File: src/logic/vdma_macros.svh
// Sizes are fixed for a small test frame. VDMA_FIFO_DEPTH must equal 2**VDMA_FIFO_AW
`ifndef VDMA_MACROS_SVH
`define VDMA_MACROS_SVH

//////////////////////////////////////////////////////////////////////
// Pixel format
`define VDMA_PIX_W        8
`define VDMA_PIX_PER_CLK  4

// Horizontal timing in clocks, four pixels per clock
`define VDMA_H_ACTIVE     4
`define VDMA_H_SYNC       2
`define VDMA_H_BP         2
`define VDMA_H_FP         2

// Vertical timing in lines
`define VDMA_V_ACTIVE     4
`define VDMA_V_SYNC       1
`define VDMA_V_BP         1
`define VDMA_V_FP         1

//////////////////////////////////////////////////////////////////////
// Beat buffer holds exactly one frame
`define VDMA_FIFO_DEPTH   16
`define VDMA_FIFO_AW      4

// APB register offsets
`define VDMA_REG_CTRL     16'h0000
`define VDMA_REG_STATUS   16'h0004
`define VDMA_REG_IRQ      16'h0008
`define VDMA_REG_IRQ_EN   16'h000C

`endif

File: src/logic/vdma_pkg.sv
// Types only. The pixel group is fixed at four pixels of VDMA_PIX_W bits each
`include "vdma_macros.svh"

package vdma_pkg;

	// Four pixels that arrive on the same clock
	typedef struct packed {
		logic [`VDMA_PIX_W-1:0] rd_00;
		logic [`VDMA_PIX_W-1:0] rd_01;
		logic [`VDMA_PIX_W-1:0] rd_10;
		logic [`VDMA_PIX_W-1:0] rd_11;
	} pixel_group_t;

	// One buffer entry with its frame and line marks
	typedef struct packed {
		pixel_group_t pix;
		logic         sof;
		logic         eol;
	} stream_beat_t;

	// Camera input and display output share this layout
	typedef struct packed {
		logic         de;
		logic         hs;
		logic         vs;
		pixel_group_t pix;
	} video_t;

	typedef struct packed {
		logic [15:0] paddr;
		logic        psel;
		logic        penable;
		logic        pwrite;
		logic [31:0] pwdata;
	} apb_req_t;

	typedef struct packed {
		logic [31:0] prdata;
		logic        pready;
		logic        pslverr;
	} apb_rsp_t;

	// frame_done sits in bit 0
	typedef struct packed {
		logic underflow;
		logic overflow;
		logic frame_done;
	} irq_bits_t;

	typedef enum logic [1:0] {CAP_IDLE, CAP_ARMED, CAP_RUN} cap_state_t;

	typedef enum logic [1:0] {PLAY_OFF, PLAY_WAIT, PLAY_ON} play_state_t;

endpackage

File: src/logic/beat_fifo.sv
// Show-ahead buffer. A push while full is dropped, and a pop while empty is ignored
`timescale 1ns/1ps
`include "vdma_macros.svh"

module beat_fifo (
	input  logic                   io_systemClk,
	input  logic                   arst_n,
	input  logic                   push,
	input  vdma_pkg::stream_beat_t push_beat,
	input  logic                   pop,
	output vdma_pkg::stream_beat_t head,
	output logic                   empty,
	output logic                   overflow
);

	vdma_pkg::stream_beat_t   mem [`VDMA_FIFO_DEPTH];
	logic [`VDMA_FIFO_AW-1:0] wr_ptr;
	logic [`VDMA_FIFO_AW-1:0] rd_ptr;
	logic [`VDMA_FIFO_AW:0]   count;
	logic                     full;
	logic                     do_push;
	logic                     do_pop;

	assign full    = (count == `VDMA_FIFO_DEPTH);
	assign empty   = (count == '0);
	assign do_push = push & ~full;
	assign do_pop  = pop & ~empty;
	assign head    = mem[rd_ptr];

	always_ff @(posedge io_systemClk)
	begin
		if (do_push)
			mem[wr_ptr] <= push_beat;
	end

	// Pointers wrap on their own since depth is a power of two
	always_ff @(posedge io_systemClk or negedge arst_n)
	begin
		if (!arst_n)
		begin
			wr_ptr   <= '0;
			rd_ptr   <= '0;
			count    <= '0;
			overflow <= 1'b0;
		end
		else
		begin
			if (do_push)
				wr_ptr <= wr_ptr + 1'b1;
			if (do_pop)
				rd_ptr <= rd_ptr + 1'b1;
			case ({do_push, do_pop})
				2'b10:   count <= count + 1'b1;
				2'b01:   count <= count - 1'b1;
				default: count <= count;
			endcase
			overflow <= push & full; // one clock per lost beat
		end
	end

endmodule

File: src/logic/stream_in_packer.sv
// No back-pressure toward the camera. A beat leaves one clock after its gated de clock
`timescale 1ns/1ps

module stream_in_packer (
	input  logic                   io_systemClk,
	input  logic                   arst_n,
	input  logic                   cap_gate,
	input  vdma_pkg::video_t       cam,
	output logic                   push,
	output vdma_pkg::stream_beat_t beat
);

	vdma_pkg::pixel_group_t pix_q;
	logic                   de_q;
	logic                   vs_q;
	logic                   vs_seen;

	// Pixel copy one clock behind the camera
	always_ff @(posedge io_systemClk)
	begin
		pix_q <= cam.pix;
	end

	always_ff @(posedge io_systemClk or negedge arst_n)
	begin
		if (!arst_n)
		begin
			de_q    <= 1'b0;
			vs_q    <= 1'b0;
			vs_seen <= 1'b0;
		end
		else
		begin
			de_q <= cam.de & cap_gate;
			vs_q <= cam.vs;
			// Armed by a vsync edge until the next beat goes out
			if (cam.vs && !vs_q)
				vs_seen <= 1'b1;
			else if (de_q)
				vs_seen <= 1'b0;
		end
	end

	assign push = de_q;

	// Line ends when the camera de has already dropped
	always_comb
	begin
		beat.pix = pix_q;
		beat.sof = vs_seen;
		beat.eol = ~cam.de;
	end

endmodule

File: src/logic/stream_out_aligner.sv
// Output lags the timing generator by one clock. Black is shown whenever no beat is popped
`timescale 1ns/1ps
`include "vdma_macros.svh"

module stream_out_aligner (
	input  logic                   io_systemClk,
	input  logic                   arst_n,
	input  logic                   play_gate,
	input  vdma_pkg::video_t       timing,
	input  vdma_pkg::stream_beat_t head,
	input  logic                   empty,
	output logic                   pop,
	output logic                   underflow,
	output vdma_pkg::video_t       disp
);

	localparam vdma_pkg::pixel_group_t BLACK = {(`VDMA_PIX_W * `VDMA_PIX_PER_CLK){1'b0}};

	logic             active;
	vdma_pkg::video_t disp_d;

	//////////////////////////////////////////////////////////////////////
	// Pop decision on each active clock of the playback frame
	assign active    = timing.de & play_gate;
	assign pop       = active & ~empty;
	assign underflow = active & empty;

	always_comb
	begin
		disp_d.de  = timing.de;
		disp_d.hs  = timing.hs;
		disp_d.vs  = timing.vs;
		disp_d.pix = pop ? head.pix : BLACK;
	end

	// Syncs and pixels move together so they stay aligned
	always_ff @(posedge io_systemClk or negedge arst_n)
	begin
		if (!arst_n)
			disp <= '0;
		else
			disp <= disp_d;
	end

endmodule

File: src/logic/vdma_ctrl_regs.sv
// APB is zero wait state. Unknown offsets answer pslverr. Both vsync inputs must be in this clock
`timescale 1ns/1ps
`include "vdma_macros.svh"

module vdma_ctrl_regs (
	input  logic               io_systemClk,
	input  logic               arst_n,
	input  vdma_pkg::apb_req_t apb_req,
	output vdma_pkg::apb_rsp_t apb_rsp,
	input  logic               cam_vs,
	input  logic               timing_vs,
	input  logic               overflow,
	input  logic               underflow,
	output logic               cap_gate,
	output logic               play_gate,
	output logic               dma_irq
);

	logic [1:0]             ctrl_q;
	vdma_pkg::irq_bits_t    irq_q;
	vdma_pkg::irq_bits_t    irq_en_q;
	vdma_pkg::irq_bits_t    irq_set;
	vdma_pkg::irq_bits_t    irq_clr;
	logic [7:0]             frame_cnt_q;
	vdma_pkg::cap_state_t   cap_state;
	vdma_pkg::play_state_t  play_state;
	logic                   cam_vs_q;
	logic                   timing_vs_q;
	logic                   cam_vs_rise;
	logic                   timing_vs_rise;
	logic                   access;
	logic                   hit;
	logic                   wr_en;
	logic [31:0]            rd_word;
	logic                   frame_done;

	//////////////////////////////////////////////////////////////////////
	// APB decode
	assign access = apb_req.psel & apb_req.penable;
	assign wr_en  = access & apb_req.pwrite & hit;

	always_comb
	begin
		hit     = 1'b1;
		rd_word = '0;
		case (apb_req.paddr)
			`VDMA_REG_CTRL:   rd_word = {30'd0, ctrl_q};
			`VDMA_REG_STATUS: rd_word = {16'd0, frame_cnt_q, 4'd0, play_state, cap_state};
			`VDMA_REG_IRQ:    rd_word = {29'd0, irq_q};
			`VDMA_REG_IRQ_EN: rd_word = {29'd0, irq_en_q};
			default:          hit = 1'b0;
		endcase
	end

	assign apb_rsp.pready  = 1'b1;
	assign apb_rsp.pslverr = access & ~hit;
	assign apb_rsp.prdata  = (access & ~apb_req.pwrite) ? rd_word : 32'd0;

	always_ff @(posedge io_systemClk or negedge arst_n)
	begin
		if (!arst_n)
		begin
			ctrl_q   <= '0;
			irq_en_q <= '0;
		end
		else if (wr_en)
		begin
			if (apb_req.paddr == `VDMA_REG_CTRL)
				ctrl_q <= apb_req.pwdata[1:0];
			if (apb_req.paddr == `VDMA_REG_IRQ_EN)
				irq_en_q <= vdma_pkg::irq_bits_t'(apb_req.pwdata[2:0]);
		end
	end

	//////////////////////////////////////////////////////////////////////
	// Interrupts, new events win over a write-one clear
	assign frame_done = (cap_state == vdma_pkg::CAP_RUN) & cam_vs_rise;

	always_comb
	begin
		irq_set.frame_done = frame_done;
		irq_set.overflow   = overflow;
		irq_set.underflow  = underflow;
		irq_clr = '0;
		if (wr_en && apb_req.paddr == `VDMA_REG_IRQ)
			irq_clr = vdma_pkg::irq_bits_t'(apb_req.pwdata[2:0]);
	end

	assign dma_irq = |(irq_q & irq_en_q);

	always_ff @(posedge io_systemClk or negedge arst_n)
	begin
		if (!arst_n)
		begin
			irq_q       <= '0;
			frame_cnt_q <= '0;
			cam_vs_q    <= 1'b0;
			timing_vs_q <= 1'b0;
		end
		else
		begin
			irq_q       <= vdma_pkg::irq_bits_t'((irq_q & ~irq_clr) | irq_set);
			cam_vs_q    <= cam_vs;
			timing_vs_q <= timing_vs;
			if (frame_done)
				frame_cnt_q <= frame_cnt_q + 8'd1;
		end
	end

	assign cam_vs_rise    = cam_vs & ~cam_vs_q;
	assign timing_vs_rise = timing_vs & ~timing_vs_q;

	//////////////////////////////////////////////////////////////////////
	// Capture and playback sequencing, both step on vsync edges
	always_ff @(posedge io_systemClk or negedge arst_n)
	begin
		if (!arst_n)
			cap_state <= vdma_pkg::CAP_IDLE;
		else
			case (cap_state)
				vdma_pkg::CAP_IDLE:
					if (ctrl_q[0])
						cap_state <= vdma_pkg::CAP_ARMED;
				vdma_pkg::CAP_ARMED:
					if (cam_vs_rise)
						cap_state <= ctrl_q[0] ? vdma_pkg::CAP_RUN : vdma_pkg::CAP_IDLE;
				vdma_pkg::CAP_RUN:
					if (cam_vs_rise && !ctrl_q[0])
						cap_state <= vdma_pkg::CAP_IDLE;
				default:
					cap_state <= vdma_pkg::CAP_IDLE;
			endcase
	end

	always_ff @(posedge io_systemClk or negedge arst_n)
	begin
		if (!arst_n)
			play_state <= vdma_pkg::PLAY_OFF;
		else
			case (play_state)
				vdma_pkg::PLAY_OFF:
					if (ctrl_q[1])
						play_state <= vdma_pkg::PLAY_WAIT;
				vdma_pkg::PLAY_WAIT:
					if (timing_vs_rise)
						play_state <= ctrl_q[1] ? vdma_pkg::PLAY_ON : vdma_pkg::PLAY_OFF;
				vdma_pkg::PLAY_ON:
					if (timing_vs_rise && !ctrl_q[1])
						play_state <= vdma_pkg::PLAY_OFF;
				default:
					play_state <= vdma_pkg::PLAY_OFF;
			endcase
	end

	assign cap_gate  = (cap_state == vdma_pkg::CAP_RUN);
	assign play_gate = (play_state == vdma_pkg::PLAY_ON);

endmodule

File: src/logic/vdma_stream_top.sv
// Single clock for APB, camera and display. The buffer holds one frame in place of memory
`timescale 1ns/1ps

module vdma_stream_top (
	input  logic               io_systemClk,
	input  logic               arst_n,
	input  vdma_pkg::apb_req_t apb_req,
	output vdma_pkg::apb_rsp_t apb_rsp,
	input  vdma_pkg::video_t   cam,
	output vdma_pkg::video_t   disp,
	output logic               dma_irq
);

	logic                   cap_gate;
	logic                   play_gate;
	logic                   push;
	logic                   pop;
	logic                   empty;
	logic                   overflow;
	logic                   underflow;
	vdma_pkg::stream_beat_t beat;
	vdma_pkg::stream_beat_t head;
	vdma_pkg::video_t       timing;

	//////////////////////////////////////////////////////////////////////
	// Control and playback timing
	vdma_ctrl_regs inst_ctrl_regs (
		.io_systemClk (io_systemClk),
		.arst_n       (arst_n),
		.apb_req      (apb_req),
		.apb_rsp      (apb_rsp),
		.cam_vs       (cam.vs),
		.timing_vs    (timing.vs),
		.overflow     (overflow),
		.underflow    (underflow),
		.cap_gate     (cap_gate),
		.play_gate    (play_gate),
		.dma_irq      (dma_irq)
	);

	video_timing_gen inst_timing_gen (
		.io_systemClk (io_systemClk),
		.arst_n       (arst_n),
		.timing       (timing)
	);

	//////////////////////////////////////////////////////////////////////
	// Camera to buffer to display
	stream_in_packer inst_packer (
		.io_systemClk (io_systemClk),
		.arst_n       (arst_n),
		.cap_gate     (cap_gate),
		.cam          (cam),
		.push         (push),
		.beat         (beat)
	);

	beat_fifo inst_beat_fifo (
		.io_systemClk (io_systemClk),
		.arst_n       (arst_n),
		.push         (push),
		.push_beat    (beat),
		.pop          (pop),
		.head         (head),
		.empty        (empty),
		.overflow     (overflow)
	);

	stream_out_aligner inst_aligner (
		.io_systemClk (io_systemClk),
		.arst_n       (arst_n),
		.play_gate    (play_gate),
		.timing       (timing),
		.head         (head),
		.empty        (empty),
		.pop          (pop),
		.underflow    (underflow),
		.disp         (disp)
	);

endmodule

File: src/logic/video_timing_gen.sv
// Free running from reset with active high syncs. Counter widths fit only the small macro frame
`timescale 1ns/1ps
`include "vdma_macros.svh"

module video_timing_gen (
	input  logic             io_systemClk,
	input  logic             arst_n,
	output vdma_pkg::video_t timing
);

	// Line is sync, back porch, active, front porch
	localparam logic [3:0] H_SYNC_END = 4'(`VDMA_H_SYNC);
	localparam logic [3:0] H_DE_START = 4'(`VDMA_H_SYNC + `VDMA_H_BP);
	localparam logic [3:0] H_DE_END   = 4'(`VDMA_H_SYNC + `VDMA_H_BP + `VDMA_H_ACTIVE);
	localparam logic [3:0] H_LAST     = 4'(`VDMA_H_SYNC + `VDMA_H_BP + `VDMA_H_ACTIVE
		+ `VDMA_H_FP - 1);

	localparam logic [2:0] V_SYNC_END = 3'(`VDMA_V_SYNC);
	localparam logic [2:0] V_DE_START = 3'(`VDMA_V_SYNC + `VDMA_V_BP);
	localparam logic [2:0] V_DE_END   = 3'(`VDMA_V_SYNC + `VDMA_V_BP + `VDMA_V_ACTIVE);
	localparam logic [2:0] V_LAST     = 3'(`VDMA_V_SYNC + `VDMA_V_BP + `VDMA_V_ACTIVE
		+ `VDMA_V_FP - 1);

	logic [3:0] h_cnt;
	logic [2:0] v_cnt;
	logic       h_act;
	logic       v_act;
	logic       de_q;
	logic       hs_q;
	logic       vs_q;

	always_ff @(posedge io_systemClk or negedge arst_n)
	begin
		if (!arst_n)
		begin
			h_cnt <= '0;
			v_cnt <= '0;
		end
		else if (h_cnt == H_LAST)
		begin
			h_cnt <= '0;
			if (v_cnt == V_LAST)
				v_cnt <= '0;
			else
				v_cnt <= v_cnt + 3'd1;
		end
		else
			h_cnt <= h_cnt + 4'd1;
	end

	assign h_act = (h_cnt >= H_DE_START) && (h_cnt < H_DE_END);
	assign v_act = (v_cnt >= V_DE_START) && (v_cnt < V_DE_END);

	// Registered syncs so vs rises one clock after the frame wraps
	always_ff @(posedge io_systemClk or negedge arst_n)
	begin
		if (!arst_n)
		begin
			de_q <= 1'b0;
			hs_q <= 1'b0;
			vs_q <= 1'b0;
		end
		else
		begin
			de_q <= h_act & v_act;
			hs_q <= (h_cnt < H_SYNC_END);
			vs_q <= (v_cnt < V_SYNC_END);
		end
	end

	always_comb
	begin
		timing.de  = de_q;
		timing.hs  = hs_q;
		timing.vs  = vs_q;
		timing.pix = '0;
	end

endmodule
File: config.mk
export PLATFORM = sky130hd
export DESIGN_NAME = vdma_stream_top
export DESIGN_NICKNAME = d
export VERILOG_FILES = /design/src/logic/vdma_pkg.sv /design/src/logic/beat_fifo.sv /design/src/logic/stream_in_packer.sv /design/src/logic/stream_out_aligner.sv /design/src/logic/vdma_ctrl_regs.sv /design/src/logic/vdma_stream_top.sv /design/src/logic/video_timing_gen.sv
export VERILOG_INCLUDE_DIRS = /design/src /design/src/logic
export SDC_FILE = /design/constraint.sdc
export NUM_CORES = 1
export LEC_CHECK = 0
export ABC_AREA = 1
export ABC_CLOCK_PERIOD_IN_PS = 4900
export BUFFER_PORTS_ARGS = -buffer_cell sky130_fd_sc_hd__buf_2
export CAP_MARGIN = 0
export CORE_UTILIZATION = 35
export DETAILED_ROUTE_END_ITERATION = 10
export HOLD_SLACK_MARGIN = 0.02
export PLACE_DENSITY = 0.56
export SYNTH_ARGS = -nofsm -noshare
export SYNTH_HDL_FRONTEND = slang
export SYNTH_SLANG_ARGS = --single-unit
File: constraint.sdc
create_clock -name io_systemClk -period 4.9 [get_ports io_systemClk]
set_input_delay 1.225 -clock io_systemClk [delete_from_list [all_inputs] [get_ports io_systemClk]]
set_output_delay 1.225 -clock io_systemClk [all_outputs]
set_load 0.05 [all_outputs]
## Word level (Yosys, flattened, before mapping)

Memories as Yosys holds them, arrays and structs flattened.
Cells that the tools add are included.

| word-level totals | value |
|---|---|
| bits in registers | 114 |
| latch bits | 0 |
| RAM bits | 544 |
| bits in read-only memories | 0 |
| input bits | 88 |
| output and inout port bits | 70 |
| memories kept | 1 |

| operators by class | value |
|---|---|
| add/subtract/negate cells | 7 |
| $mul | 0 |
| divide/modulo/power cells | 0 |
| $lt $le $gt $ge | 6 |
| equality and inequality tests | 18 |
| shifts and indexed selects | 0 |
| mux-type cells | 22 |
| bitwise operators | 27 |
| reductions and logical operators | 21 |

Memory list:

| name | words | width | rd ports | clocked after memory_dff | wr ports | line | RTL |
|---|---|---|---|---|---|---|---|
| inst_beat_fifo.mem | 16 | 34 | 1 | 0 | 1 | beat_fifo.sv:16 | `` vdma_pkg::stream_beat_t mem [`VDMA_FIFO_DEPTH]; `` |

Operators with widths:

| kind | count |
|---|---|
| $pmux W16 S4 | 1 |
| $eq A16 B4 Y1 const B | 2 |
| $mux W32 | 1 |
| $and A1 B1 Y1 | 16 |
| $eq A16 B3 Y1 const B | 1 |
| $logic_not A16 Y1 | 1 |
| $mux W16 | 1 |
| $mux W2 | 8 |
| $add A4 B1 Y4 const B | 3 |
| $pmux W2 S3 | 2 |
| $pmux W5 S2 | 1 |
| $add A8 B1 Y8 const B | 1 |
| $ne A2 B1 Y1 const B | 4 |
| $not A1 Y1 | 7 |
| $and A3 B3 Y3 | 2 |
| $eq A2 B1 Y1 const B | 3 |
| $eq A2 B2 Y1 const B | 3 |
| $logic_and A1 B1 Y1 | 6 |
| $mux W3 | 2 |
| $reduce_and A3 Y1 | 2 |
| $add A5 B1 Y5 const B | 1 |
| $eq A5 B5 Y1 const B | 1 |
| $logic_not A5 Y1 | 1 |
| $mux W1 | 5 |
| other kinds (20) | 26 |

## Depth between registers and ports, before layout

| depth | value |
|---|---|
| depth after elaboration | 9 |
| mapped depth | 17 |

## Modules after synthesis

From an unflattened synthesis, not the netlist that was laid out.

| second synthesis, totals | value |
|---|---|
| cell total of the unflattened synthesis | 2671 |
| area total of the unflattened synthesis | 27732.8 um^2 |

By module, submodules not included:

| module | times used | cells an instance | area each (um^2) | sequential area each (um^2) |
|---|---|---|---|---|
| beat_fifo | 1 | 2239 | 23557.6 | 16686.0 |
| vdma_ctrl_regs | 1 | 191 | 1490.2 | 550.5 |
| stream_out_aligner | 1 | 107 | 1187.4 | 875.8 |
| stream_in_packer | 1 | 44 | 753.2 | 715.7 |
| video_timing_gen | 1 | 90 | 744.5 | 250.2 |

## Worst setup path before layout

Ideal clock, no wire load.

| timing path | value |
|---|---|
| path type | input-to-output |
| from | input apb_req[50] (netlist bit) |
| to | output apb_rsp[10] (netlist bit) |
| data arrival time | 2.963 ns |
| slack | 0.712 ns |
| stages | 6 |
| cells stage by stage | nor2_1 nand2_1 nor2_2 nand2_1 clkbuf_1 nor3_1 |

RTL lines:

| what | line | RTL |
|---|---|---|
| from (decl) | vdma_stream_top.sv:7 | `input vdma_pkg::apb_req_t apb_req,` |
| to (decl) | vdma_stream_top.sv:8 | `output vdma_pkg::apb_rsp_t apb_rsp,` |

==> results.toml <==
[routing]
ant_nets = 0
via_count = 14772
dr.first_iter.drc_count = 958
wl_per_cell_um = 19.1
wirelength_um = 57200
dr.pass1.iters = 5
drc = 0
via_per_inst = 4.93

[logic_synthesis]
yosys_warnings = 0
synth_area_um2 = 24400
ys_types = 36
synth_edf_count = 512
avgSynthCellArea_um2 = 12.7
async_reset_ff_frac = 0.130
netlist_instances = 1914
synthTopCellsByArea = "edfxtp_1 63%, dfrtp_1 8.3%, nor2_1 5.3%"
yosysTopAreaCellShare = 0.631
yosysTopAreaCell = "edfxtp_1"
synthTopCellsByCount = "512 x edfxtp_1, 346 x nor2_1, 247 x o21ai_0, 122 x o211ai_1, 100 x nand2_1"
synth-seq-area-share = 0.740
ys_seq_elements = 625
yosys.cell_count.top_type = "edfxtp_1"
synth-main-ff-cell = "edfxtp_1"

[power]
vdd_drop_max_mv = 0.242
p_leak_nw = 9.93
p_total_mw = 11.3
p_per_area_nw_per_um2 = 403

[grt]
grt_pass1_vias = 14580
groute.usage.overall = 0.164
grt_pass1_wl_um = 87500
grt_max_degree = 184
grt_overflow = 0
antenna_found_initial = 1

[worst_setup_path]
cp-endpoint = "apb_rsp[3]"
crit_path_start_kind = "primary input"
worstPathMaxFanout = 9
critPathLaunch = "apb_req[36]"
path_class = "in2out"
end_kind = "output pin"
arrival_ps = 2780
reg2reg_from = "inst_beat_fifo.count[0]"
worstPathRequired_ps = 3670
timing.rr.end = "inst_beat_fifo.count[4]"
regToRegSetupSlack_ps = 1480
r2r_cells = 18

[placement]
dp.cells = 2868
portBuffers = 106
finalWeightedCongestion = 0.783
dp_hpwl_um = 29700
place_ws_ps = 878
place_area_um2 = 25800

[cts]
ctsHoldBuffers = 0
cts_resized = 0
clk_pin_slew_ps = 60
cts_buffer_depth = 3
clock-sinks = 625
cts_htree_levels = 3
cts_tree = "yes"
cts_made_buffers = 68
clk_latency_ps = 620
cts_root_buffer = "clkbuf_16"
post-cts-setup-buffers = 0

[floorplanning]
initial_core_util = 0.355
core_um2 = 68700
dieArea_um2 = 70700
die_x_um = 266
rows = 96
pin_count = 158
die_h_um = 266

[finish]
final_cell_count_no_fill = 2994
final_util = 0.408
layout-drive-gt1-share = 0.127
stdcell_area_um2 = 28000
nets = 2107
area_growth_pct = 14.9

[sta]
fin_skew_ps = 22.6
whs_ps = 359
fin_ws_ps = 892
slew_violations = 0
tightest_slew_ps = 1140
tns_ps = 0
relSlewSlack = 0.236
fmax_ghz = 0.250
finalSetupViolCount = 0
rsz0062_at_grt = "false"
post-route-period-util = 0.818
period_needed_ps = 4010
finalHoldViolCount = 0

[worst_hold_path]
min-delay-start = "inst_timing_gen.hs_q"
min_path_type = "reg2reg"
hold_depth = 0

[job]
max_cap_viol_count = 0

[status]
status = "finished clean"
[final cells by class]
type	instances	area (um^2)
sequential	625	18100
clock inverter	39	404
tap	931	1160
timing repair buffer	135	763
clock buffer	86	1800
antenna	1	2.50
fill	6397	40700
inverter	90	347
multi-input combinational	1087	5480
[sequential cells by signal (all words and copies together), names as in the netlist]
register / count
inst_ctrl_regs.ctrl_q: 2
inst_ctrl_regs.irq_en_q: 3
inst_beat_fifo.count: 5
inst_packer.beat: 32
inst_ctrl_regs.irq_q: 3
inst_beat_fifo.mem: 512
inst_beat_fifo.rd_ptr: 4
inst_timing_gen.vs_q: 1
inst_timing_gen.de_q: 1
inst_beat_fifo.wr_ptr: 4
inst_ctrl_regs.play_state: 2
inst_timing_gen.hs_q: 1
inst_packer.vs_q: 1
inst_timing_gen.v_cnt: 3
inst_packer.push: 1
inst_ctrl_regs.frame_cnt_q: 8
inst_timing_gen.h_cnt: 4
inst_beat_fifo.overflow: 1
inst_aligner.disp: 35
inst_ctrl_regs.cap_state: 2
[layer usage]
metal	track usage	vias up	share of wire
li1	-	7034	-
met4	0.0495	0	0.019
met1	0.217	7294	0.44
met2	0.275	370	0.48
met5	0	-	0
met3	0.0267	74	0.052
[critical path, stage by stage]
cell,delay [ps]
buf_2,90
nor2_1,200
nand3_1,100
nor2_1,250
o21ai_0,120
nand2_1,250
nand2_1,140
nor2_1,130
buf_2,270
[power breakdown]
| group | internal, mW | switching (mW) |
|---|---|---|
| registers | 5.84 | 0.114 |
| logic | 0.0846 | 0.191 |
| clock network | 2.95 | 2.11 |
| total | 8.87 | 2.42 |
[how the worst min path moves through the flow]
stage	to	slack [ps]
3_5_place_dp	inst_aligner.disp[33]	330
2_1_floorplan	inst_aligner.disp[33]	330
4_1_cts	inst_aligner.disp[33]	360
6_report	inst_aligner.disp[33]	360
3_3_place_gp	inst_aligner.disp[33]	340
5_1_grt	inst_aligner.disp[33]	370
[layout by cell type (no fill, tap or decap), types with 68 or more instances in the layout]
cell	instances
dfrtp_1	78
o211ai_1	122
edfxtp_1	512
o21ai_0	247
nand2_1	99
buf_2	105
clkbuf_16	68
inv_1	84
a21oi_1	88
nor2_1	330
nand3_1	82
[cells by family after synthesis]
group / Yosys count / synth area share
and+or+nand+nor: 547 / 0.0902
DFF: 625 / 0.740
AOI/OAI and AO/OA: 491 / 0.114
xor gates and xnor gates: 15 / 0.00539
muxes: 1 / 0.000462
buffers and inverters: 221 / 0.0431
other: 2 / 0.000308
adders and majority gates: 12 / 0.00616
(Power assumes the default switching activity.)
